`config.mk`:
```
export PLATFORM = sky130hd
export DESIGN_NAME = keypad_top
export DESIGN_NICKNAME = d
export VERILOG_FILES = /design/src/verilog/press_pkg.sv /design/src/verilog/keypad_event_pkg.sv /design/src/verilog/button_debounce.sv /design/src/verilog/press_classifier.sv /design/src/verilog/event_queue.sv /design/src/verilog/keypad_top.sv
export VERILOG_INCLUDE_DIRS = /design/src /design/src/verilog
export SDC_FILE = /design/constraint.sdc
export NUM_CORES = 1
export LEC_CHECK = 0
export BUFFER_PORTS_ARGS = -buffer_cell sky130_fd_sc_hd__buf_2
export CORE_ASPECT_RATIO = 1.2
export CORE_MARGIN = 2
export CORE_UTILIZATION = 55
export CTS_CLUSTER_SIZE = 40
export DETAILED_ROUTE_END_ITERATION = 7
export PLACE_DENSITY = 0.71
export SETUP_SLACK_MARGIN = 0.15
export SYNTH_ARGS = -nofsm -noshare
export SYNTH_HDL_FRONTEND = slang
export SYNTH_SLANG_ARGS = --single-unit
```
`constraint.sdc`:
```
create_clock -name clk -period 4.12 [get_ports clk]
set_clock_uncertainty 0.05 [all_clocks]
set_input_delay 0.824 -clock clk [delete_from_list [all_inputs] [get_ports clk]]
set_output_delay 0.824 -clock clk [all_outputs]
set_load 0.03 [all_outputs]
```
`src/verilog/keypad_consts.svh`:
```
`ifndef KEYPAD_CONSTS_SVH
`define KEYPAD_CONSTS_SVH

////////////////////////////////////////
// keypad geometry
////////////////////////////////////////

// number of push buttons on the panel
`define KP_BTN_N 4

// flops in the input synchroniser
`define KP_SYNC_STAGES 2

////////////////////////////////////////
// timing thresholds in clock cycles
////////////////////////////////////////

// stable cycles before a new level is accepted
`define KP_DEBOUNCE_CYCLES 4

// shortest debounced press that still counts
`define KP_PRESS_SHORT_MIN 3

// held cycles at which a press turns long
`define KP_PRESS_LONG 24

// duration counter width, saturates at all ones
`define KP_COUNT_BITS 8

// entries in the event fifo
`define KP_EVQ_DEPTH 4

`endif

```
`src/verilog/press_pkg.sv`:
```
package press_pkg;

    ////////////////////////////////////////
    // press classification of one button
    ////////////////////////////////////////

    // result of a completed press
    // none only shows up while no release is reported
    typedef enum logic [1:0] {
        // no classified press
        PRESS_NONE  = 2'd0,
        // held between the short minimum and the long threshold
        PRESS_SHORT = 2'd1,
        // held at least the long threshold
        PRESS_LONG  = 2'd2
    } press_kind_t;

    // code 2'd3 is never produced

endpackage

```
`src/verilog/keypad_event_pkg.sv`:
```
`include "keypad_consts.svh"

package keypad_event_pkg;

    ////////////////////////////////////////
    // event stream out of the keypad
    ////////////////////////////////////////

    // button number, wide enough for every button
    typedef logic [$clog2(`KP_BTN_N)-1:0] btn_index_t;

    // one fifo entry
    // button in the upper bits, kind in the lower bits
    typedef struct packed {
        btn_index_t             btn;
        press_pkg::press_kind_t kind;
    } key_event_t;

    // fifo fill level
    // one extra code so that a full fifo is representable
    typedef logic [$clog2(`KP_EVQ_DEPTH + 1)-1:0] evq_count_t;

endpackage

```
`src/verilog/button_debounce.sv`:
```
`timescale 1ns/100ps

`include "keypad_consts.svh"

module button_debounce (
    input  logic                 clk,
    input  logic                 rst,
    input  logic [`KP_BTN_N-1:0] btn,
    output logic [`KP_BTN_N-1:0] btn_clean
);

    // stability counter width and its terminal value
    localparam int CNT_W = $clog2(`KP_DEBOUNCE_CYCLES + 1);
    localparam logic [CNT_W-1:0] CNT_EXPIRE = CNT_W'(`KP_DEBOUNCE_CYCLES - 1);

    ////////////////////////////////////////
    // input synchroniser
    ////////////////////////////////////////

    // one vector per flop stage
    logic [`KP_BTN_N-1:0] sync_q [`KP_SYNC_STAGES];
    logic [`KP_BTN_N-1:0] btn_sync;

    always_ff @(posedge clk or negedge rst) begin
        if (!rst) begin
            for (int s = 0; s < `KP_SYNC_STAGES; s++) begin
                sync_q[s] <= '0;
            end
        end else begin
            sync_q[0] <= btn;
            // shift down the chain
            for (int s = 1; s < `KP_SYNC_STAGES; s++) begin
                sync_q[s] <= sync_q[s-1];
            end
        end
    end

    // last stage is safe to use
    assign btn_sync = sync_q[`KP_SYNC_STAGES-1];

    ////////////////////////////////////////
    // per button stability filter
    ////////////////////////////////////////

    logic [CNT_W-1:0] stab_cnt [`KP_BTN_N];

    for (genvar i = 0; i < `KP_BTN_N; i++) begin : g_filter
        always_ff @(posedge clk or negedge rst) begin
            if (!rst) begin
                stab_cnt[i]  <= '0;
                btn_clean[i] <= 1'b0;
            end else if (btn_sync[i] != btn_clean[i]) begin
                // differs again, accept on the last cycle
                if (stab_cnt[i] == CNT_EXPIRE) begin
                    btn_clean[i] <= btn_sync[i];
                    stab_cnt[i]  <= '0;
                end else begin
                    stab_cnt[i] <= stab_cnt[i] + 1'b1;
                end
            end else begin
                // agrees with accepted level, restart
                stab_cnt[i] <= '0;
            end
        end

        // level moves only after four synchronised samples at the new value
        a_clean_on_expire: assert property (
            @(posedge clk) disable iff (!rst)
            (btn_clean[i] != $past(btn_clean[i])) |->
                (($past(btn_sync[i], 1) == btn_clean[i]) &&
                 ($past(btn_sync[i], 2) == btn_clean[i]) &&
                 ($past(btn_sync[i], 3) == btn_clean[i]) &&
                 ($past(btn_sync[i], 4) == btn_clean[i]))
        );
    end

endmodule

```
`src/verilog/press_classifier.sv`:
```
`timescale 1ns/100ps

`include "keypad_consts.svh"

module press_classifier (
    input  logic                                   clk,
    input  logic                                   rst,
    input  logic [`KP_BTN_N-1:0]                   btn_clean,
    output logic [`KP_BTN_N-1:0]                   release_pulse,
    output press_pkg::press_kind_t [`KP_BTN_N-1:0] release_kind,
    output logic [`KP_BTN_N-1:0]                   held_long
);

    // thresholds at counter width
    localparam logic [`KP_COUNT_BITS-1:0] SHORT_TH = `KP_COUNT_BITS'(`KP_PRESS_SHORT_MIN);
    localparam logic [`KP_COUNT_BITS-1:0] LONG_TH  = `KP_COUNT_BITS'(`KP_PRESS_LONG);
    localparam logic [`KP_COUNT_BITS-1:0] CNT_MAX  = '1;

    ////////////////////////////////////////
    // one duration counter per button
    ////////////////////////////////////////

    for (genvar i = 0; i < `KP_BTN_N; i++) begin : g_btn
        logic [`KP_COUNT_BITS-1:0] dur_cnt;
        logic                      clean_d;
        logic                      fall;

        // high to low on the debounced level
        assign fall = clean_d & ~btn_clean[i];

        always_ff @(posedge clk or negedge rst) begin
            if (!rst) begin
                clean_d <= 1'b0;
            end else begin
                clean_d <= btn_clean[i];
            end
        end

        // count high cycles, stick at max
        always_ff @(posedge clk or negedge rst) begin
            if (!rst) begin
                dur_cnt <= '0;
            end else if (btn_clean[i]) begin
                if (dur_cnt != CNT_MAX) begin
                    dur_cnt <= dur_cnt + 1'b1;
                end
            end else begin
                dur_cnt <= '0;
            end
        end

        // release strobe, too short a press gives nothing
        always_ff @(posedge clk or negedge rst) begin
            if (!rst) begin
                release_pulse[i] <= 1'b0;
            end else begin
                release_pulse[i] <= fall && (dur_cnt >= SHORT_TH);
            end
        end

        // kind only matters alongside the strobe
        always_ff @(posedge clk) begin
            if (fall) begin
                release_kind[i] <= (dur_cnt >= LONG_TH) ? press_pkg::PRESS_LONG
                                                        : press_pkg::PRESS_SHORT;
            end
        end

        // live level, drops when the counter clears on release
        assign held_long[i] = (dur_cnt >= LONG_TH);

        // one strobe per release
        a_pulse_single: assert property (
            @(posedge clk) disable iff (!rst)
            release_pulse[i] |=> !release_pulse[i]
        );

        // a reported release always carries a class
        a_kind_valid: assert property (
            @(posedge clk) disable iff (!rst)
            release_pulse[i] |-> (release_kind[i] != press_pkg::PRESS_NONE)
        );
    end

endmodule

```
`src/verilog/event_queue.sv`:
```
`timescale 1ns/100ps

`include "keypad_consts.svh"

module event_queue (
    input  logic                                   clk,
    input  logic                                   rst,
    input  logic [`KP_BTN_N-1:0]                   release_pulse,
    input  press_pkg::press_kind_t [`KP_BTN_N-1:0] release_kind,
    input  logic                                   ev_pop,
    output logic                                   ev_valid,
    output keypad_event_pkg::btn_index_t           ev_btn,
    output press_pkg::press_kind_t                 ev_kind,
    output logic                                   ev_overflow
);

    localparam int PTR_W = $clog2(`KP_EVQ_DEPTH);
    localparam logic [PTR_W-1:0] PTR_LAST = PTR_W'(`KP_EVQ_DEPTH - 1);
    localparam keypad_event_pkg::evq_count_t DEPTH_CNT =
        keypad_event_pkg::evq_count_t'(`KP_EVQ_DEPTH);

    ////////////////////////////////////////
    // pending releases
    ////////////////////////////////////////

    logic [`KP_BTN_N-1:0]                   pending;
    press_pkg::press_kind_t [`KP_BTN_N-1:0] pend_kind;
    logic [`KP_BTN_N-1:0]                   grant_oh;
    logic [`KP_BTN_N-1:0]                   accept;
    logic [`KP_BTN_N-1:0]                   drop;
    keypad_event_pkg::btn_index_t           grant_idx;

    // fifo state
    keypad_event_pkg::key_event_t fifo_mem [`KP_EVQ_DEPTH];
    keypad_event_pkg::key_event_t new_ev;
    keypad_event_pkg::key_event_t head_ev;
    keypad_event_pkg::evq_count_t count;
    logic [PTR_W-1:0]             wr_ptr;
    logic [PTR_W-1:0]             rd_ptr;
    logic                         full;
    logic                         push;
    logic                         pop;

    assign full = (count == DEPTH_CNT);
    assign push = (|pending) && !full;
    assign pop  = ev_pop && ev_valid;

    // fixed priority, lowest index wins
    always_comb begin
        grant_idx = '0;
        for (int i = `KP_BTN_N - 1; i >= 0; i--) begin
            if (pending[i]) begin
                grant_idx = keypad_event_pkg::btn_index_t'(i);
            end
        end
        for (int i = 0; i < `KP_BTN_N; i++) begin
            grant_oh[i] = push && (grant_idx == keypad_event_pkg::btn_index_t'(i));
        end
    end

    // slot frees up when granted this cycle
    assign accept = release_pulse & (~pending | grant_oh);
    assign drop   = release_pulse & pending & ~grant_oh;

    always_ff @(posedge clk or negedge rst) begin
        if (!rst) begin
            pending <= '0;
        end else begin
            pending <= (pending & ~grant_oh) | accept;
        end
    end

    always_ff @(posedge clk) begin
        for (int i = 0; i < `KP_BTN_N; i++) begin
            if (accept[i]) begin
                pend_kind[i] <= release_kind[i];
            end
        end
    end

    // sticky until reset
    always_ff @(posedge clk or negedge rst) begin
        if (!rst) begin
            ev_overflow <= 1'b0;
        end else if (|drop) begin
            ev_overflow <= 1'b1;
        end
    end

    ////////////////////////////////////////
    // circular fifo
    ////////////////////////////////////////

    assign new_ev.btn  = grant_idx;
    assign new_ev.kind = pend_kind[grant_idx];

    always_ff @(posedge clk) begin
        if (push) begin
            fifo_mem[wr_ptr] <= new_ev;
        end
    end

    always_ff @(posedge clk or negedge rst) begin
        if (!rst) begin
            wr_ptr <= '0;
            rd_ptr <= '0;
            count  <= '0;
        end else begin
            if (push) begin
                wr_ptr <= (wr_ptr == PTR_LAST) ? '0 : wr_ptr + 1'b1;
            end
            if (pop) begin
                rd_ptr <= (rd_ptr == PTR_LAST) ? '0 : rd_ptr + 1'b1;
            end
            // simultaneous push and pop leaves the count
            case ({push, pop})
                2'b10:   count <= count + 1'b1;
                2'b01:   count <= count - 1'b1;
                default: count <= count;
            endcase
        end
    end

    // head entry straight from the array
    assign head_ev  = fifo_mem[rd_ptr];
    assign ev_valid = (count != '0);
    assign ev_btn   = head_ev.btn;
    assign ev_kind  = head_ev.kind;

    a_count_bound: assert property (
        @(posedge clk) disable iff (!rst)
        count <= DEPTH_CNT
    );

    // a write never lands on an entry that is still unread
    a_no_write_full: assert property (
        @(posedge clk) disable iff (!rst)
        push |-> ((count == '0) || (wr_ptr != rd_ptr))
    );

endmodule

```
`src/verilog/keypad_top.sv`:
```
`timescale 1ns/100ps

`include "keypad_consts.svh"

module keypad_top (
    input  logic                         clk,
    input  logic                         rst,
    input  logic [`KP_BTN_N-1:0]         btn,
    input  logic                         ev_pop,
    output logic                         ev_valid,
    output keypad_event_pkg::btn_index_t ev_btn,
    output press_pkg::press_kind_t       ev_kind,
    output logic                         ev_overflow,
    output logic [`KP_BTN_N-1:0]         held_long
);

    ////////////////////////////////////////
    // inter stage wires
    ////////////////////////////////////////

    // debounced levels
    logic [`KP_BTN_N-1:0] btn_clean;

    // classified releases
    logic [`KP_BTN_N-1:0]                   release_pulse;
    press_pkg::press_kind_t [`KP_BTN_N-1:0] release_kind;

    // sync and bounce filter
    button_debounce debounce_i (
        .clk       (clk),
        .rst       (rst),
        .btn       (btn),
        .btn_clean (btn_clean)
    );

    // duration measure and short or long decision
    press_classifier classifier_i (
        .clk           (clk),
        .rst           (rst),
        .btn_clean     (btn_clean),
        .release_pulse (release_pulse),
        .release_kind  (release_kind),
        .held_long     (held_long)
    );

    // pending latch and event fifo
    event_queue queue_i (
        .clk           (clk),
        .rst           (rst),
        .release_pulse (release_pulse),
        .release_kind  (release_kind),
        .ev_pop        (ev_pop),
        .ev_valid      (ev_valid),
        .ev_btn        (ev_btn),
        .ev_kind       (ev_kind),
        .ev_overflow   (ev_overflow)
    );

endmodule

```
# --- Word-level counts from Yosys, hierarchy flattened ---
# Memory sizes are Yosys's and may differ from the RTL's.
# Cells that the tools add are included.
word_totals:
  regBits: 92
  mem_bits_rw: 16
  word_cells: 148
  input_bits: 7
  n_memories: 1
op_classes:
  n_reduce_logical: 20
  eq_ne: 24
  n_mux: 31
  add_sub_neg: 12
  n_bitwise: 16
  order_cmp: 9
mem_list:
  columns: ["name", "words", "width", "rd", "rd_clocked_by_memory_dff", "wr", "line", "rtl"]
  rows:
  - ["queue_i.fifo_mem", 4, 4, 1, 0, 1, "event_queue.sv:34", "keypad_event_pkg::key_event_t fifo_mem [`KP_EVQ_DEPTH];"]
op_table:
  columns: ["op", "n"]
  rows:
  - ["$mux 8", 8]
  - ["$add 8x1->8 const B", 4]
  - ["$ge 8x2->1 const B", 4]
  - ["$ge 8x5->1 const B", 4]
  - ["$ne 8x8->1 const B", 4]
  - ["$mux 3", 8]
  - ["$mux 2", 11]
  - ["$and 4x4->4", 4]
  - ["$add 3x1->3 const B", 5]
  - ["$eq 3x2->1 const B", 4]
  - ["$eq 2x2->1 const B", 5]
  - ["$logic_and 1x1->1", 10]
  - ["$ne 2x1->1 const B", 4]
  - ["$not 4->4", 2]
  - ["$or 4x4->4", 2]
  - ["$reduce_and 2->1", 4]
  - ["$reduce_or 4->1", 2]
  - ["$pmux 3 s2", 1]
  - ["$add 2x1->2 const B", 2]
  - ["$and 1x1->1", 4]
  - ["$bmux 2 s2", 1]
  - ["$eq 2x1->1 const B", 2]
  - ["$ne 1x1->1", 4]
  - ["$not 1->1", 4]
  - ["8 further kinds", 9]

# --- Longest topological paths before layout ---
depth:
  ltp_word: 9
  mapped_depth: 10

# --- Hierarchy ---
# Synthesis repeated with hierarchy kept, for this count alone.
hier_totals:
  cells_unflattened: 382
  area_unflattened_um2: 4802.1
modules_own_cells:
  columns: ["module", "instances", "seq_area_each_um2", "area_per_inst_um2", "cells_each"]
  rows:
  - ["press_classifier", 1, 1241.2, 2334.7, 219]
  - ["event_queue", 1, 1021.0, 1602.8, 111]
  - ["button_debounce", 1, 600.6, 864.6, 52]

# --- Worst setup path before layout ---
# Ideal clock, no wire load.
synth_timing:
  path_type: "reg-to-output"
  from: "register queue_i.rd_ptr[0]"
  to: "output ev_btn[0]"
  required_time_ps: 3246
  setup_slack_ps: 1989
  stages_incl_launch_ff: 3
  t_arrival_ps: 1257
  cell_sequence: "dfrtp_1 -> clkbuf_1 -> mux4_2"
synth_between:
  elab_chain_len: 1
synth_lines:
  columns: ["element", "line", "rtl"]
  rows:
  - ["from (decl)", "event_queue.sv:39", "logic [PTR_W-1:0] rd_ptr;"]
  - ["from (signal assigned)", "event_queue.sv:113", "rd_ptr <= (rd_ptr == PTR_LAST) ? '0 : rd_ptr + 1'b1;"]
  - ["$mem_v2 4x4", null, null]
  - ["to (decl)", "keypad_top.sv:11", "output keypad_event_pkg::btn_index_t ev_btn,"]
# No other way between the ends.

# --- Worst setup path in the final report ---
layout_timing:
  from: "register queue_i.rd_ptr[0]"
  to: "output ev_kind[0]"
layout_between:
  elab_chain_len: 1
layout_lines:
  columns: ["element", "line", "rtl"]
  rows:
  - ["$mem_v2 4x4", null, null]
  - ["to (decl)", "keypad_top.sv:12", "output press_pkg::press_kind_t ev_kind,"]
# No other way between the ends.

==> results_dict.tcl <==
set metrics [dict create \
    gp_congestion 0.793 \
    antennaDiodeCount 0 \
    final_common_cell "dfrtp_1" \
    mostFrequentLayoutCells "dfrtp_1 (76), edfxtp_1 (32), nand2_1 (24), inv_1 (21), ha_1 (18)" \
    critPathArrivalTime_ns 1.63 \
    seqPwrFrac_pct 53.5 \
    htree_num_levels 3 \
    cts-buffers-inserted 9 \
    clk-insertion-delay-late_ns 0.36 \
    drc 0 \
    start_kind "flip-flop" \
    avgRoutedWirePerCell_um 14.2 \
    synth-adder-area-share_pct 5.19 \
    min_period_ns 2.51 \
    wl_um 7330 \
    tritoncts "yes" \
    synth_compound_area_share_pct 9.27 \
    register_area_um2 2860 \
    grt_usage_pct 17.5 \
    synth_xor_area_share_pct 1.30 \
    synth.avg_cell_area_um2 12.5 \
    stdcell_area_um2 5120 \
    finalHoldViolations 0 \
    ctsResizeCount 0 \
    synth.area.top_cells "dfrtp_1 (40%), edfxtp_1 (20%), ha_1 (4.8%)" \
    tightest_slew_ns 0.950 \
    clk_path_buf_depth 2 \
    fill_cells 721 \
    path_class "flip-flop to output pin" \
    slew_headroom_pct 36.6 \
    async_flop_share_pct 70.4 \
    max-vdd-ir-drop_uv 269 \
    areaGrowthSynthToFinish_pct 8.40 \
    postCtsHoldBufs 0 \
    crit_required_ns 3.25 \
    synth-simple-area-share_pct 15.8 \
    p_sw_share_pct 31.6 \
    dpl.hpwl_um 4980 \
    rsz0062_at_grt "no" \
    dieArea_um2 9350 \
    fin_ws_ns 1.61 \
    drv_slew 0 \
    power.leakage_nw 2.21 \
    multi_input_area_um2 1730 \
    synth_largest_area_cell "dfrtp_1" \
    firstDrtPassIters 4 \
    outcome "complete, no violations" \
    clockRootBuffer "clkbuf_8" \
    grt_pass1_wl_um 12800 \
    fmax_mhz 399 \
    p_int_mw 1.93 \
    synthFlopType "dfrtp_1" \
    num_rows 37 \
    placed_cell_area_um2 4900 \
    pwr-share-comb_pct 22.3 \
    power_mw 2.83 \
    viasPerCell 5.63 \
    switchingPower_mw 0.895 \
    holdCritPathClass "flip-flop to flip-flop" \
    clk_pin_slew_ns 0.10 \
    yosysUniqueCellTypes 51 \
    setup_tns_ns 0 \
    synth.top_cell.area_share_pct 40.3 \
    synth_edf_count 32 \
    drv_cap 0 \
    synth_warnings 0 \
    grt-ovfl-total 0 \
    clockPowerShare_pct 24.2 \
    setup_viol 0 \
    initial_core_util_pct 55.8 \
    path_max_fanout 7 \
    coreArea_um2 8470 \
    ys_seq_area_share_pct 60.6 \
    drtAntennaViolNets 0 \
    die_w_um 88.6 \
    antenna_found_initial 0 \
    post_cts_buffers 0 \
    fin_hold_ws_ns 0.305 \
    portBuffers 16 \
    dp_slack_ns 1.68 \
    pin_count 17 \
    vias 2911 \
    power_density_nw_per_um2 553 \
    ys_seq_elements 108 \
    nets 421 \
    netlist_instances 379 \
    drt_iter0_drc 184 \
    setup.worst_path.end_class "output pin" \
    synth_top_family_by_area "simple AND/OR/NAND/NOR gates" \
    drive_gt1_share_pct 11.3 \
    die_h_um 106 \
    syn_area_um2 4720 \
    cts_sinks 108 \
    fin_crit_sh_pct 60.9 \
    synthMuxAreaShare_pct 5.03 \
    grt_max_degree 77 \
    syn-num-nets 405 \
    grt_pass1_vias 2808 \
]
[power by group through the flow]
stage,Clock [mW],Combinational [mW],Sequential [mW]
global placement,0,0.605,1.52
CTS,0.703,0.644,1.52
detailed placement,0,0.641,1.54
global route,0.738,0.726,1.55
finish,0.686,0.631,1.51
floorplan,0,0.568,1.43
[sequential cells by signal (all words and copies together) (netlist names)]
signal / cells
classifier_i.release_pulse: 4
debounce_i.stab_cnt: 12
queue_i.rd_ptr: 2
debounce_i.btn_clean: 4
debounce_i.btn_sync: 4
queue_i.pending: 4
classifier_i.release_kind: 8
classifier_i.g_btn.clean_d: 4
queue_i.pend_kind: 8
queue_i.count: 3
classifier_i.g_btn.dur_cnt: 32
queue_i.wr_ptr: 2
queue_i.fifo_mem: 16
queue_i.ev_overflow: 1
debounce_i.sync_q: 4
[critical path, stage by stage, from the launching register on]
cell and delay [ns]:
dfrtp_1 0.55, mux4_2 0.54, buf_2 0.19
[layer usage]
layer / vias to the layer above / track usage [%] / wire, um
met2: 59 / 28.1 / 3570
met5: - / 0 / 0
met4: 0 / 7.79 / 145
met3: 8 / 2.58 / 212
li1: 1416 / - / -
met1: 1428 / 23.5 / 3400
[through the flow]
step           cells  util [%]
6_report         517      60.4
4_1_cts          517      60.4
5_1_grt          517      60.4
2_1_floorplan    379         -
3_3_place_gp     501      57.8
3_5_place_dp     501      57.8
[worst paths after layout]
| kind | startpoint | endpoint | slack [ns] | depth (start not counted) |
|---|---|---|---|---|
| max | queue_i.rd_ptr[0]$_DFFE_PN0P_ | ev_kind[0] | 1.61 | 2 |
| min | debounce_i.sync_q[7]$_DFF_PN0_ | debounce_i.btn_sync[3]$_DFF_PN0_ | 0.30 | 0 |
| max reg2reg | queue_i.count[1]$_DFFE_PN0P_ | queue_i.count[2]$_DFFE_PN0P_ | 1.68 | 9 |
| min reg2reg | debounce_i.sync_q[7]$_DFF_PN0_ | debounce_i.btn_sync[3]$_DFF_PN0_ | 0.30 | 0 |
| max in group asynchronous | rst | classifier_i.g_btn[0].dur_cnt[6]$_DFFE_PN0P_ | 2.85 | 1 |
| min in group asynchronous | rst | classifier_i.g_btn[3].dur_cnt[1]$_DFFE_PN0P_ | 0.52 | 1 |
[final cells by class]
type | instances | share of cell area [%]
clock buffers | 11 | 3.18
repair buffers | 16 | 1.61
flip-flops and latches | 108 | 55.9
multi-input cells | 239 | 33.8
well taps | 117 | 2.86
inverters | 21 | 1.54
clock inverters | 5 | 1.12
[logic make-up after synthesis]
| kind of cell | after synthesis |
|---|---|
| AOI/OAI and AO/OA | 65 |
| and+or+nand+nor | 130 |
| buffers and inverters | 32 |
| muxes | 18 |
| adders and majority gates | 19 |
| xor gates and xnor gates | 7 |
| DFF | 108 |
[synthesized netlist by cell type, drive strengths merged, types with 2 or more instances]
library cell / count
dfrtp: 76
edfxtp: 32
nand2: 24
inv: 21
ha: 18
o21ai: 16
nor2: 13
nand3: 12
nor3: 12
and2: 10
nor2b: 10
nor3b: 10
a21oi: 9
a31oi: 8
mux2i: 8
clkbuf: 7
nand2b: 7
o211ai: 7
a21boi: 6
and3: 6
mux2: 6
nand4: 6
and4: 5
xnor2: 5
buf: 4
mux4: 4
nor4: 4
o21bai: 4
o311a: 4
and4b: 3
a22oi: 2
nand3b: 2
o211a: 2
xor2: 2
No activity file was read; power rests on OpenSTA's default activity.
